## src/rtl/full_mat_consts.svh

```systemverilog
// ========================================
// vector transform engine sizes
// ========================================

`ifndef FULL_MAT_CONSTS_SVH
`define FULL_MAT_CONSTS_SVH

// elements are Q1.14
`define FM_DATA_W 16
`define FM_FRAC 14

`define FM_FRAME_LEN 91
`define FM_POS_W 7

// 0..8 matrix row-major, 9..11 gains, 12..15 unused
`define FM_ADDR_W 4
`define FM_GAIN_BASE 9

`define FM_LAT 4

`endif

```

## src/rtl/full_mat_pkg.sv

```systemverilog
// ========================================
// vector transform engine types
// ========================================

`include "full_mat_consts.svh"

package full_mat_pkg;

	typedef enum logic [1:0] {
		OP_SUM = 2'd0,
		OP_DIFF = 2'd1,
		OP_MAT = 2'd2,
		OP_GAIN = 2'd3
	} combine_op_e;

	typedef logic signed [`FM_DATA_W-1:0] elem_t;
	typedef elem_t [2:0] vec_t;

	typedef struct packed {
		logic vld;
		combine_op_e op;
		vec_t vec;
	} sample_t;

	typedef struct packed {
		logic wr;
		logic [`FM_ADDR_W-1:0] addr;
		elem_t data;
	} coef_wr_t;

	// what each unit hands to the combiner
	typedef struct packed {
		logic vld;
		combine_op_e op;
		vec_t vec;
	} part_t;

	typedef struct packed {
		logic vld;
		logic [`FM_POS_W-1:0] pos;
		logic frame_start;
		vec_t vec;
	} result_t;

	// wide enough for a row sum of three full products
	localparam int SAT_IN_W = 2 * `FM_DATA_W + 4;
	localparam logic signed [SAT_IN_W-1:0] ELEM_MAX = SAT_IN_W'(2 ** (`FM_DATA_W - 1) - 1);
	localparam logic signed [SAT_IN_W-1:0] ELEM_MIN = -ELEM_MAX - 1;

	// clamp a wide signed value to one element
	function automatic elem_t sat_elem(input logic signed [SAT_IN_W-1:0] x);
		if (x > ELEM_MAX)
			return ELEM_MAX[`FM_DATA_W-1:0];
		else if (x < ELEM_MIN)
			return ELEM_MIN[`FM_DATA_W-1:0];
		return x[`FM_DATA_W-1:0];
	endfunction

endpackage

```

## src/rtl/mat_combine.sv

```systemverilog
// ========================================
// combine, saturate and tag position
// ========================================

`timescale 1ns/1ps

`include "full_mat_consts.svh"

module mat_combine import full_mat_pkg::*; (
	input logic clk,
	input logic rst_n,
	input logic en,
	input part_t mat_part,
	input part_t gain_part,
	output result_t out
);

	// one extra bit holds any sum or difference of two elements
	localparam int SUM_W = `FM_DATA_W + 1;
	localparam logic [`FM_POS_W-1:0] POS_LAST = `FM_POS_W'(`FM_FRAME_LEN - 1);

	vec_t comb_vec;

	logic vld_q;
	logic fs_q;
	logic [`FM_POS_W-1:0] pos_q;
	logic [`FM_POS_W-1:0] pos_cnt;
	vec_t vec_q;

	// ========================================
	// per-element combine
	// ========================================

	always_comb begin
		logic signed [SUM_W-1:0] a;
		logic signed [SUM_W-1:0] b;
		logic signed [SUM_W-1:0] r;
		for (int e = 0; e < 3; e++) begin
			a = SUM_W'($signed(mat_part.vec[e]));
			b = SUM_W'($signed(gain_part.vec[e]));
			// op rides with the matrix side
			case (mat_part.op)
				OP_SUM: r = a + b;
				OP_DIFF: r = a - b;
				OP_MAT: r = a;
				OP_GAIN: r = b;
				default: r = a;
			endcase
			comb_vec[e] = sat_elem(SAT_IN_W'(r));
		end
	end

	// ========================================
	// output register and frame position
	// ========================================

	always_ff @(posedge clk) begin
		if (!rst_n) begin
			vld_q <= 1'b0;
			fs_q <= 1'b0;
			pos_q <= '0;
			pos_cnt <= '0;
		end else if (en) begin
			vld_q <= mat_part.vld;
			fs_q <= mat_part.vld && (pos_cnt == '0);
			if (mat_part.vld) begin
				pos_q <= pos_cnt;
				if (pos_cnt == POS_LAST)
					pos_cnt <= '0;
				else
					pos_cnt <= pos_cnt + 1'b1;
			end
		end
	end

	always_ff @(posedge clk) begin
		if (en)
			vec_q <= comb_vec;
	end

	assign out = '{vld: vld_q, pos: pos_q, frame_start: fs_q, vec: vec_q};

	// both units must deliver the same sample on the same cycle
	a_parts_aligned: assert property (
		@(posedge clk) disable iff (!rst_n) mat_part.vld == gain_part.vld
	) else $error("mat_combine: unit outputs out of step, mat %b gain %b",
		mat_part.vld, gain_part.vld);

endmodule

```

## config.mk

```make
export PLATFORM = sky130hd
export DESIGN_NAME = mat_combine
export DESIGN_NICKNAME = d
export VERILOG_FILES = /design/src/rtl/full_mat_pkg.sv /design/src/rtl/mat_combine.sv
export VERILOG_INCLUDE_DIRS = /design/src /design/src/rtl
export SDC_FILE = /design/constraint.sdc
export NUM_CORES = 1
export LEC_CHECK = 0
export BUFFER_PORTS_ARGS = -buffer_cell sky130_fd_sc_hd__buf_2
export CAP_MARGIN = 40
export CORE_ASPECT_RATIO = 1.75
export CORE_UTILIZATION = 60
export CTS_CLUSTER_SIZE = 25
export DETAILED_ROUTE_END_ITERATION = 8
export PLACE_DENSITY = 0.85
export SETUP_SLACK_MARGIN = 0.15
export SLEW_MARGIN = 25
export SYNTH_ARGS = -nofsm -noshare
export SYNTH_HDL_FRONTEND = slang
export SYNTH_SLANG_ARGS = --single-unit
```

## constraint.sdc

```tcl
create_clock -name clk -period 6.55 [get_ports clk]
set_input_delay 1.6375 -clock clk [delete_from_list [all_inputs] [get_ports clk]]
set_output_delay 1.6375 -clock clk [all_outputs]
set_load 0.05 [all_outputs]
```

* Yosys cells after proc, flatten, opt, wreduce, memory -nomap -nowiden
Cells that the tools add are included.
Word-level totals: ROM bits 0, logic and storage cells 47, memories kept 0, bits of input ports 105, flip-flop bits (word level) 64, bits in writable memories 0, output and inout port bits 57, latch bits 0
Cells by class: bitwise logic cells 0, shift operators 0, equality and inequality tests 4, mux-type cells 19, multiply operators 0, add/subtract/negate cells 7, divide/modulo/power cells 0, reduce and logical (&&, ||, !) cells 4, $lt $le $gt $ge 6
Operators with widths (number):
- $pmux 17 s4 | 3
- $mux 16 | 9
- $add 16x16->17 | 3
- $gt 17x16->1 const B | 3
- $lt 17x16->1 const B | 3
- $sub 16x16->17 | 3
- $add 7x1->7 const B | 1
- $eq 7x7->1 const B | 1
- $logic_not 7->1 | 1
- $mux 7 | 1
- $mux 1 | 6
- $eq 2x2->1 const B | 2
- $eq 2x1->1 const B | 1
- $logic_not 2->1 | 1
- $reduce_and 2->1 | 1
- $logic_and 1x1->1 | 1

* Depth between registers and ports, before layout
depth in word-level cells 6, gate-level depth with buffers 17, mapped depth without buffers 16

* Worst setup path before layout
Ideal clock, no wire load.
path type in2reg, start input mat_part[48] (netlist name), end register vec_q (netlist bit out[3]), data pin, setup time 153 ps, slack 1616 ps, buffers on the path 5, data required time 6397 ps, cell stages on the path 17, arrival 4781 ps, cells stage by stage buf_2 nor2b_1 buf_4 buf_2 buf_1 nor2_1 xnor2_1 ha_1 o21a_1 o31a_1 or4_1 nand3_1 o31ai_1 xor2_1 o21ai_1 buf_4 o22ai_1
RTL lines:
- start, declared | line mat_combine.sv:13 | input part_t mat_part,
- end signal, assigned | line mat_combine.sv:78 | vec_q <= comb_vec;
- end, declared | line mat_combine.sv:28 | vec_t vec_q;

==> flow_metrics.env <==
export IMPL_vdd_ir_drop_max_mv=0.169
export IMPL_finalSetupTns_ns=0
export IMPL_timing_fmax_mhz=169
export IMPL_rsz0062_at_grt="no"
export IMPL_grt_overflow=0
export IMPL_synth_top_area_frac=0.210
export IMPL_cts_setup_buffers=0
export IMPL_cts_tree="done"
export IMPL_cts_buffer_depth=2
export IMPL_p_int_w=0.00119
export IMPL_grt_pass1_wl_um=30300
export IMPL_synthMuxAreaShare=0.0743
export IMPL_crit_fanout=17
export IMPL_power_frac_seq=0.253
export IMPL_port_buffer_count=158
export IMPL_drt_initial_drc_count=388
export IMPL_hp_class="reg -> reg"
export IMPL_dr_total_vias=6728
export IMPL_post_synth_fa_ha_maj_area_fraction=0.113
export IMPL_slew_headroom=0.449
export IMPL_clk_pin_slew_ns=0.07
export IMPL_synth_cells=800
export IMPL_pwr_share_clk=0.244
export IMPL_clock_skew_ns=0.00580
export IMPL_path_cells="buf_2, nand2_1, buf_4, o21ai_0, inv_1, ha_1, nor2b_1, o31a_1, o21ai_1, a21o_1, o21ai_1, xnor2_2, nor2_1, o31a_1"
export IMPL_p_comb_frac=0.503
export IMPL_placementRows=51
export IMPL_cts_buffers=9
export IMPL_r2r_cells=5
export IMPL_synth_compound_area_frac=0.256
export IMPL_critical_path_class="in -> reg"
export IMPL_yosysUniqueCellTypes=63
export IMPL_outcome="completed"
export IMPL_hpwlAfterDp_um=14600
export IMPL_drc=0
export IMPL_cellLeakagePower_nw=3.56
export IMPL_fillers=882
export IMPL_final_nets=1106
export IMPL_synth_area_sq_um=6870
export IMPL_ctsResizeCount=0
export IMPL_core_area_sq_um=11100
export IMPL_busiest_layer="met2"
export IMPL_grt_met2_usage=0.628
export IMPL_synth_seq_cells=64
export IMPL_yosys_warnings=0
export IMPL_grt_max_degree=37
export IMPL_ys_seq_area_frac=0.257
export IMPL_n_antenna_cell=0
export IMPL_gr_usage_all_layers=0.318
export IMPL_vias_per_cell=6.22
export IMPL_synthTopCellsByArea="edfxtp_1, ha_1, mux2i_1"
export IMPL_synth_xor_xnor_area_share=0.119
export IMPL_synth_area_leader_cell="edfxtp_1"
export IMPL_h_tree_depth=3
export IMPL_synth_edf_count=48
export IMPL_hold_buffers=0
export IMPL_crit_path_end_kind="flip-flop"
export IMPL_postPlaceCellArea_sq_um=7750
export IMPL_dp_cells=1065
export IMPL_ios=162
export IMPL_p_switching_w=0.000906
export IMPL_avgSynthCellArea_sq_um=8.58
export IMPL_hold_viol=0
export IMPL_met3_usage=0.0534
export IMPL_yosys_area_share_simple=0.138
export IMPL_stdcell_area_sq_um=8070
export IMPL_powerDensity_nw_per_um2=260
export IMPL_arrival_ns=6.02
export IMPL_final_cells=1081
export IMPL_grt_pass1_vias=6633
export IMPL_area_delta_synth_final_pct=17.5
export IMPL_setup_violations=0
export IMPL_clk_latency_ns=0.35
export IMPL_clkSinkCount=64
export IMPL_maxSlewViolCount=0
export IMPL_switching_share=0.432
export IMPL_cp_slowest_stage_delay_ns=0.66
export IMPL_cts_root_buf="clkbuf_16"
export IMPL_worst_path_max_delay_cell="xnor2_2"
export IMPL_crit_path_start_kind="input port"
export IMPL_syn_num_nets=962
export IMPL_die_h_um=144
export IMPL_start_util=0.619
export IMPL_drt_pass1_iterations=5
export IMPL_holdPathStages=2
export IMPL_fp_dieW_um=82.9
export IMPL_drive_gt1_frac=0.214
export IMPL_use_met1=0.314
export IMPL_gp_congestion=0.958
export IMPL_routed_wl_um=19200
export IMPL_wl_per_cell_um=17.8
export IMPL_required_ns=6.65
export IMPL_die_area_sq_um=11900
export IMPL_maxCapViolations=0
export IMPL_synth_top_family_by_area="compound AO/OA/AOI/OAI gates"
export IMPL_synth_ff_type="edfxtp_1"
export IMPL_postRouteAntennaNets=0
export IMPL_final_min_clock_period_ns=5.93
export IMPL_antenna_found_initial=0
export IMPL_min_period_over_period=0.905
export IMPL_async_flop_share=0
export IMPL_tightest_slew_ns=0.822
state kept, by name, indices dropped and copies added, names as in the netlist:
name	cells
fs_q	1
out	48
vld_q	1
pos_cnt	7
pos_q	7
worst paths after layout:
check	startpoint	to	slack [ns]
setup / recovery	mat_part[48]	out[42]$_DFFE_PP_	0.62
hold / removal	pos_q[3]$_SDFFE_PN0P_	pos_q[3]$_SDFFE_PN0P_	0.46
setup reg to reg	pos_cnt[4]$_SDFFE_PN0P_	pos_cnt[3]$_SDFFE_PN0P_	5.05
hold reg to reg	pos_q[3]$_SDFFE_PN0P_	pos_q[3]$_SDFFE_PN0P_	0.46
placed cells by master (no fill, tap or decap), types with 10 or more instances in the layout:
master and instances:
buf_2 158, nand2_1 61, o21ai_0 47, xnor2_1 50, o31a_1 12, mux2i_1 51, a21boi_0 13, xor2_1 38
clkbuf_16 11, ha_1 54, nand3_1 14, a21o_1 18, nor2b_1 10, a21oi_1 72, a22oi_1 13, o21a_1 13
inv_1 30, a211oi_1 13, o22ai_1 16, buf_4 13, dfxtp_1 16, nor2_1 50, edfxtp_1 48
worst max-delay path, delay by kind of cell:
kind	cells	cell delay (ns)
AOI/OAI and AO/OA	6	1.52
and+or+nand+nor	3	1.03
adders and majority gates	1	0.27
xor gates and xnor gates	1	0.66
buffers and inverters	3	0.91
metrics by stage:
stage	total power (W)	utilization	setup slack, ns	hold slack (ns)
floorplan	0.00132	-	1.62	0.456
global placement	0.00155	0.697	0.511	0.446
detailed placement	0.00157	0.698	0.381	0.452
CTS	0.00209	0.727	0.688	0.461
global route	0.00220	0.727	0.359	0.480
finish	0.00210	0.727	0.624	0.456
area by class of cell:
| class | instances | area (sq um) | area share |
|---|---|---|---|
| repair buffers | 172 | 900 | 0.111 |
| multi-input cells | 666 | 4810 | 0.596 |
| clock buffers | 11 | 275 | 0.0341 |
| flip-flops and latches | 64 | 1760 | 0.218 |
| well taps | 132 | 165 | 0.0205 |
| clock inverters | 5 | 41.3 | 0.00512 |
| inverters | 31 | 116 | 0.0144 |
Yosys cell counts (14+ instances only):
cell type,instances
xor2_1,38
dfxtp_1,16
xnor2_1,50
ha_1,54
a21oi_1,72
o22ai_1,16
nand2_1,61
mux2i_1,51
nand3_1,14
clkbuf_1,23
edfxtp_1,48
a21o_1,18
inv_1,30
nor2_1,50
o21ai_0,47
power groups by stage:
stage	sequential (W)	combinational (W)	clock, W
6_report	0.000530	0.00105	0.000512
5_1_grt	0.000535	0.00113	0.000527
3_5_place_dp	0.000539	0.00103	0
2_1_floorplan	0.000739	0.000581	0
4_1_cts	0.000531	0.00104	0.000515
3_3_place_gp	0.000537	0.00101	0
metal layers:
metal / part of all wire / up-vias
met5: 0 / -
li1: - / 3259
met3: 0.053 / 60
met1: 0.37 / 3141
met4: 0.037 / 0
met2: 0.54 / 268
cells by family after synthesis:
kind of cell / count (synthesis)
multiplexers: 51
AND/OR/NAND/NOR: 193
adder cells (fa/ha/maj): 61
buffers and inverters: 70
AO/OA/AOI/OAI: 270
XOR/XNOR: 91
flip-flops: 64
Note: power is estimated with default switching activity, not from simulation.
