==> src/rtl/full_mat_consts.svh <==
// ========================================
// vector transform engine sizes
// ========================================

`ifndef FULL_MAT_CONSTS_SVH
`define FULL_MAT_CONSTS_SVH

// elements are Q1.14
`define FM_DATA_W 16
`define FM_FRAC 14

`define FM_FRAME_LEN 91
`define FM_POS_W 7

// 0..8 matrix row-major, 9..11 gains, 12..15 unused
`define FM_ADDR_W 4
`define FM_GAIN_BASE 9

`define FM_LAT 4

`endif

==> src/rtl/full_mat_pkg.sv <==
// ========================================
// vector transform engine types
// ========================================

`include "full_mat_consts.svh"

package full_mat_pkg;

	typedef enum logic [1:0] {
		OP_SUM = 2'd0,
		OP_DIFF = 2'd1,
		OP_MAT = 2'd2,
		OP_GAIN = 2'd3
	} combine_op_e;

	typedef logic signed [`FM_DATA_W-1:0] elem_t;
	typedef elem_t [2:0] vec_t;

	typedef struct packed {
		logic vld;
		combine_op_e op;
		vec_t vec;
	} sample_t;

	typedef struct packed {
		logic wr;
		logic [`FM_ADDR_W-1:0] addr;
		elem_t data;
	} coef_wr_t;

	// what each unit hands to the combiner
	typedef struct packed {
		logic vld;
		combine_op_e op;
		vec_t vec;
	} part_t;

	typedef struct packed {
		logic vld;
		logic [`FM_POS_W-1:0] pos;
		logic frame_start;
		vec_t vec;
	} result_t;

	// wide enough for a row sum of three full products
	localparam int SAT_IN_W = 2 * `FM_DATA_W + 4;
	localparam logic signed [SAT_IN_W-1:0] ELEM_MAX = SAT_IN_W'(2 ** (`FM_DATA_W - 1) - 1);
	localparam logic signed [SAT_IN_W-1:0] ELEM_MIN = -ELEM_MAX - 1;

	// clamp a wide signed value to one element
	function automatic elem_t sat_elem(input logic signed [SAT_IN_W-1:0] x);
		if (x > ELEM_MAX)
			return ELEM_MAX[`FM_DATA_W-1:0];
		else if (x < ELEM_MIN)
			return ELEM_MIN[`FM_DATA_W-1:0];
		return x[`FM_DATA_W-1:0];
	endfunction

endpackage

==> src/rtl/array_mult.sv <==
// ========================================
// element-wise gain multiply
// ========================================

`timescale 1ns/1ps

`include "full_mat_consts.svh"

module array_mult import full_mat_pkg::*; (
	input logic clk,
	input logic rst_n,
	input logic en,
	input sample_t in,
	input coef_wr_t coef,
	output part_t part
);

	localparam int PROD_W = 2 * `FM_DATA_W;

	elem_t gain_q [3];

	logic s1_vld;
	logic s2_vld;
	logic s3_vld;
	logic signed [PROD_W-1:0] prod_q [3];
	vec_t res_q;
	vec_t align_q;

	always_ff @(posedge clk) begin
		if (!rst_n) begin
			for (int g = 0; g < 3; g++)
				gain_q[g] <= '0;
		end else if (coef.wr) begin
			for (int g = 0; g < 3; g++) begin
				if (coef.addr == `FM_ADDR_W'(`FM_GAIN_BASE + g))
					gain_q[g] <= coef.data;
			end
		end
	end

	always_ff @(posedge clk) begin
		if (!rst_n) begin
			s1_vld <= 1'b0;
			s2_vld <= 1'b0;
			s3_vld <= 1'b0;
		end else if (en) begin
			s1_vld <= in.vld;
			s2_vld <= s1_vld;
			s3_vld <= s2_vld;
		end
	end

	// third stage only lines the gains up with the matrix rows
	always_ff @(posedge clk) begin
		if (en) begin
			for (int e = 0; e < 3; e++) begin
				prod_q[e] <= PROD_W'($signed(in.vec[e])) * PROD_W'(gain_q[e]);
				res_q[e] <= sat_elem(SAT_IN_W'(prod_q[e] >>> `FM_FRAC));
			end
			align_q <= res_q;
		end
	end

	assign part = '{vld: s3_vld, op: combine_op_e'(2'd0), vec: align_q};

	a_addr_in_map: assert property (
		@(posedge clk) disable iff (!rst_n)
		coef.wr |-> coef.addr < `FM_ADDR_W'(`FM_GAIN_BASE + 3)
	) else $error("array_mult: coefficient write to unused address %0d", coef.addr);

endmodule

==> config.mk <==
export PLATFORM = sky130hd
export DESIGN_NAME = array_mult
export DESIGN_NICKNAME = d
export VERILOG_FILES = /design/src/rtl/full_mat_pkg.sv /design/src/rtl/array_mult.sv
export VERILOG_INCLUDE_DIRS = /design/src /design/src/rtl
export SDC_FILE = /design/constraint.sdc
export NUM_CORES = 2
export LEC_CHECK = 0
export ABC_CLOCK_PERIOD_IN_PS = 7600
export BUFFER_PORTS_ARGS = -buffer_cell sky130_fd_sc_hd__buf_4
export CORE_MARGIN = 2
export CORE_UTILIZATION = 40
export CTS_BUF_LIST = sky130_fd_sc_hd__clkbuf_8
export DETAILED_ROUTE_END_ITERATION = 8
export RECOVER_POWER = 50
export SYNTH_ARGS = -nofsm -noshare
export SYNTH_HDL_FRONTEND = slang
export SYNTH_SLANG_ARGS = --single-unit
==> constraint.sdc <==
create_clock -name clk -period 7.6 [get_ports clk]
set_input_delay 0.38 -clock clk [delete_from_list [all_inputs] [get_ports clk]]
set_output_delay 0.38 -clock clk [all_outputs]
set_load 0.05 [all_outputs]
Yosys cells after proc, flatten, opt, wreduce, memory -nomap -nowiden
Memories as Yosys holds them, arrays and structs flattened. Index checks and enable logic that the tools add are counted.

Bits in registers: 99. RAM bits: 144. Input bits: 75. Logic and storage cells: 62. Memories: 2.

$mul: 3. Order comparisons: 6. Equal/unequal tests: 3. Mux-type cells: 36. Bitwise logic cells: 3.

Memories: prod_q (words 3, width 32, read ports 3, clocked after memory_dff 0, write ports 3, line array_mult.sv:25) `logic signed [PROD_W-1:0] prod_q [3];`; gain_q (words 3, width 16, read ports 3, clocked after memory_dff 0, write ports 3, line array_mult.sv:20) `elem_t gain_q [3];`.

Operator list (count): $mux 16 (12); $mul 16x16->32 (3); $gt 18x16->1 const B (3); $lt 18x16->1 const B (3); $mux 1 (24); $eq 4x4->1 const B (3); $or 1x1->1 (3).

Longest topological paths before layout
Depth after elaboration: 6. Depth in mapped cells: 25. Depth with buffers taken out: 24.

Least setup slack after synthesis
OpenSTA, ideal clock, no wires.

Path type: register -> register. Start point: mem gain_q[0][1] (netlist name). End point: mem prod_q[0][30] (netlist name), data pin. Library setup time: 0.258 ns. Arrival time: 5.991 ns. Data required time: 7.342 ns. Slack: 1.351 ns. Cell stages (with the launch flop): 22. Path buffers: 1. Clock period less this slack: 6.249 ns. Cell sequence: edfxtp_1 -> clkbuf_1 -> nand2_1 -> inv_1 -> fa_1 -> fa_1 -> fa_1 -> fa_1 -> fa_1 -> inv_1 -> fa_1 -> inv_1 -> ha_1 -> and3_1 -> nand2_1 -> o32ai_1 -> a311oi_1 -> a2bb2oi_1 -> o31ai_1 -> or2_1 -> a21oi_1 -> xnor2_1.

RTL lines (line): start: declaration (array_mult.sv:20); end: declaration (array_mult.sv:25).

==> impl_summary.log <==
[metrics] clock-pin transition on the worst setup and hold timing paths: 0.07 ns
[metrics] post-layout util: 0.432
[metrics] count of flip-flops with a built-in enable after synthesis: 198
[metrics] endpoint of the worst register-to-register path: prod_q[0][60]
[metrics] number of violations reported at the end of detailed-routing iteration 0: 1,100
[metrics] Die X-Extent: 301 um
[metrics] residual overflow from global routing: 0
[metrics] half-perimeter wire length of the detailed placement result: 62,500 um
[metrics] Fin Setup TNS: 0 ns
[metrics] standard cell with the maximum stage delay on the critical path: sky130_fd_sc_hd__edfxtp_1
[metrics] R2R Setup Slk: 0.50 ns
[metrics] Yosys warnings: 0
[metrics] gate count after technology mapping: 3,545
[metrics] combined global-route utilization of all metal layers: 0.185
[metrics] post-synthesis instance area: 35,400 um2
[metrics] Synth area leaders: sky130_fd_sc_hd__fa_1, sky130_fd_sc_hd__edfxtp_1, sky130_fd_sc_hd__inv_1
[metrics] status: finished, violations left
[metrics] Port-buffer cells: 121
[metrics] Top Ports: 126
[metrics] number of max-slew violations in the final report: 83
[metrics] critical path fanouts, max: 16
[metrics] Setup-failing EPs final: 0
[metrics] wire length of the first global-routing pass: 132,000 um
[metrics] number of cells traversed by the worst hold path: 3
[metrics] routed vias: 23,063
[metrics] Distinct cells, synth: 56
[metrics] post-CTS setup repair buffer count: 0
[metrics] Clock Tree Root: sky130_fd_sc_hd__clkbuf_8
[metrics] Residual DRC: 0
[metrics] mean routed wirelength per cell: 16.4 um
[metrics] register area: 6010 um2
[metrics] Num Clock Sinks: 201
[metrics] Post-DRT Antenna Nets: 0
[metrics] CTS tree: done
[metrics] Nets: 4,696
[metrics] clock latency reported for the late side of the worst-skew pair: 0.59 ns
[metrics] CP Capture Type: flip-flop
[metrics] shortest period the worst path allows: 7.10 ns
[metrics] number of filler cells placed in the layout: 8,582
[metrics] routability congestion estimate: 0.886
[metrics] stage delay of the slowest cell on the critical path: 0.87 ns
[metrics] area used by multi-input combinational logic: 25,700 um2
[metrics] end point of the worst hold path: s1_vld
[metrics] post-synth top area share: 0.443
[metrics] Async S/R FF share, synth: 0
[metrics] cts bufs inserted: 38
[metrics] Post-Place Setup Slack: 0.609 ns
[metrics] largest buffer count on any clock path: 3
[metrics] area of the core: 88,000 um2
[metrics] post-DR vias/cell: 4.81
[metrics] number of levels the H-tree was split into: 2
[metrics] maximum number of pins on one net before global-route repair: 83
[metrics] crit-path cells: nand2_1 > fa_1 > inv_1 > fa_1 > inv_1 > fa_1 > inv_1 > fa_1 > fa_1 > inv_1 > fa_1 > inv_1 > ha_1 > a211o_1 > a21oi_1 > o21ai_0 > a21oi_1 > nand2_1 > a31oi_4 > o21ai_1 > a21oi_1 > xnor2_1
[metrics] Synth Register Bits: 201
[metrics] part of the Yosys area used for sequential elements: 0.170
[metrics] die footprint: 90,800 um2
[metrics] Site Rows: 109
[metrics] worst slew slack as a fraction of its limit: -2.33
[metrics] least setup slack across all paths after layout: 0.498 ns
[metrics] vias in the first global route: 25,146
[metrics] tightest hold margin: 0.0844 ns
[metrics] path class of the lowest-slack min-delay path: primary input to flip-flop
[metrics] antenna violations before repair: 5
[metrics] clk_skew: 0.0418 ns
[metrics] transition time at the pin with the least slew margin: 5.00 ns
[metrics] Post-Syn Area per Cell: 9.98 um2
[metrics] commonest register cell after synthesis: sky130_fd_sc_hd__edfxtp_1
[metrics] layout cells sized above 1: 0.0499
[metrics] failing checks: max-capacitance violations, max-slew violations
[metrics] final hold violation count: 0
[metrics] critical register-to-register path startpoint: gain_q[0][23]
[metrics] number of max-capacitance violations reported: 1
[metrics] post-synth top area cell: sky130_fd_sc_hd__fa_1
[metrics] critical path data required time: 7.91 ns
[metrics] post-detailed-routing wire length: 78,400 um
[metrics] Highest Clock Rate: 0.141 GHz
[metrics] Crit path top cell by count: sky130_fd_sc_hd__fa_1
[metrics] setup repair after global routing missed its margin: false
[metrics] critical path class: flip-flop to flip-flop
[metrics] DR pass1 iterations: 5
[metrics] arrival time at the worst endpoint: 7.41 ns
[metrics] nature of the critical path startpoint: flip-flop
[metrics] count of hold-fix buffers inserted at cts: 0
[metrics] path depth of the worst reg2reg path: 22
[metrics] Area growth syn-to-layout: 7.52%
[metrics] Resize count post-CTS: 0
[metrics] Worst Min Path Start: in[50]
[metrics] final worst-path cycle share: 0.935
[metrics] Initial Util: 0.402
[metrics] die boundary height: 301 um
==> cell usage after synthesis (all sizes together) (2+ instances only) <==
master	instances
nand3	9
and2	378
a211o	2
xor2	20
a311oi	2
dfxtp	3
o21a	6
buf	8
a31oi	7
or2	4
a21o	19
o31ai	3
nor3	13
ha	237
nand4	9
nor2b	11
nor4	2
o21ai	34
xnor2	60
nand2	420
fa	783
and3	2
mux2i	3
a221o	3
inv	852
nand2b	17
a21oi	90
a21boi	3
edfxtp	198
a211oi	5
o21bai	2
and4	4
a31o	3
clkbuf	117
o211ai	3
nor2	202
==> cells by family after synthesis <==
family          count (synthesis)  share of synthesized area
fa+ha+maj                    1020                      0.527
mux                             3                   0.000849
simple gates                 1075                      0.146
xor+xnor                       80                     0.0198
other cells                     1                   0.000106
buf+inv                       977                      0.104
flops                         201                      0.170
compound gates                188                     0.0325
==> flip-flops by register name, summed over array words and instances (netlist names) <==
signal and flops:
part 48, s3_vld 1, s2_vld 1, prod_q 54, res_q 48, gain_q 48
s1_vld 1
==> cells in the final DEF (no fill, tap or decap), drive strengths merged, types with 5 or more instances in the layout <==
cell / netlist / layout
a211oi: 5 / 5
a21o: 19 / 19
a21oi: 90 / 90
a31oi: 7 / 7
and2: 378 / 378
buf: 8 / 119
clkbuf: 117 / 60
clkinv: 0 / 10
edfxtp: 198 / 198
fa: 783 / 783
ha: 237 / 237
inv: 852 / 862
nand2: 420 / 420
nand2b: 17 / 17
nand3: 9 / 9
nand4: 9 / 9
nor2: 202 / 202
nor2b: 11 / 11
nor3: 13 / 13
o21a: 6 / 6
o21ai: 34 / 34
xnor2: 60 / 60
xor2: 20 / 20
==> critical path: cells and delay by family, from the launching register on <==
family | cells | cell delay (ns)
adder cells (fa/ha/maj) | 7 | 3.31
AO/OA/AOI/OAI | 7 | 1.69
flip-flops | 1 | 0.87
AND/OR/NAND/NOR | 2 | 0.44
XOR/XNOR | 1 | 0.26
buffers and inverters | 5 | 0.25
==> area by class of cell <==
| cell class | count | area share |
|---|---|---|
| Clock buffer | 39 | 0.0141 |
| Clock inverter | 24 | 0.00434 |
| Multi-Input combinational cell | 2368 | 0.675 |
| Timing Repair Buffer | 140 | 0.0257 |
| Sequential cell | 201 | 0.158 |
| Tap cell | 1165 | 0.0383 |
| Inverter | 852 | 0.0841 |
| Antenna cell | 2 | 0.000132 |
==> how the worst max path moves through the flow <==
stage                             start       endpoint  depth (start not counted)
after detailed placement  gain_q[0][23]  prod_q[0][60]                         22
after global placement    gain_q[0][23]  prod_q[0][60]                         22
after CTS                 gain_q[0][23]  prod_q[0][60]                         22
after global routing      gain_q[0][23]  prod_q[0][60]                         22
final                     gain_q[0][23]  prod_q[0][60]                         22
after floorplan            gain_q[0][1]  prod_q[0][30]                         21
==> metrics by stage <==
step	cells	instance area (um2)
final	4791	38000
after detailed placement	4726	37400
after floorplan	3546	35400
after global placement	4726	37400
after CTS	4789	38100
after global routing	4790	38000
==> metal layers <==
| layer | wire length [um] | up-vias | track usage |
|---|---|---|---|
| met5 | 37 | - | 0 |
| met3 | 4240 | 78 | 0.0269 |
| li1 | - | 10555 | - |
| met2 | 38000 | 478 | 0.315 |
| met1 | 34900 | 11946 | 0.253 |
| met4 | 1140 | 6 | 0.0358 |
Power is left out: the tool's default activity adds up to more than one toggle a clock period on the data nets, which glitch-free logic cannot reach.
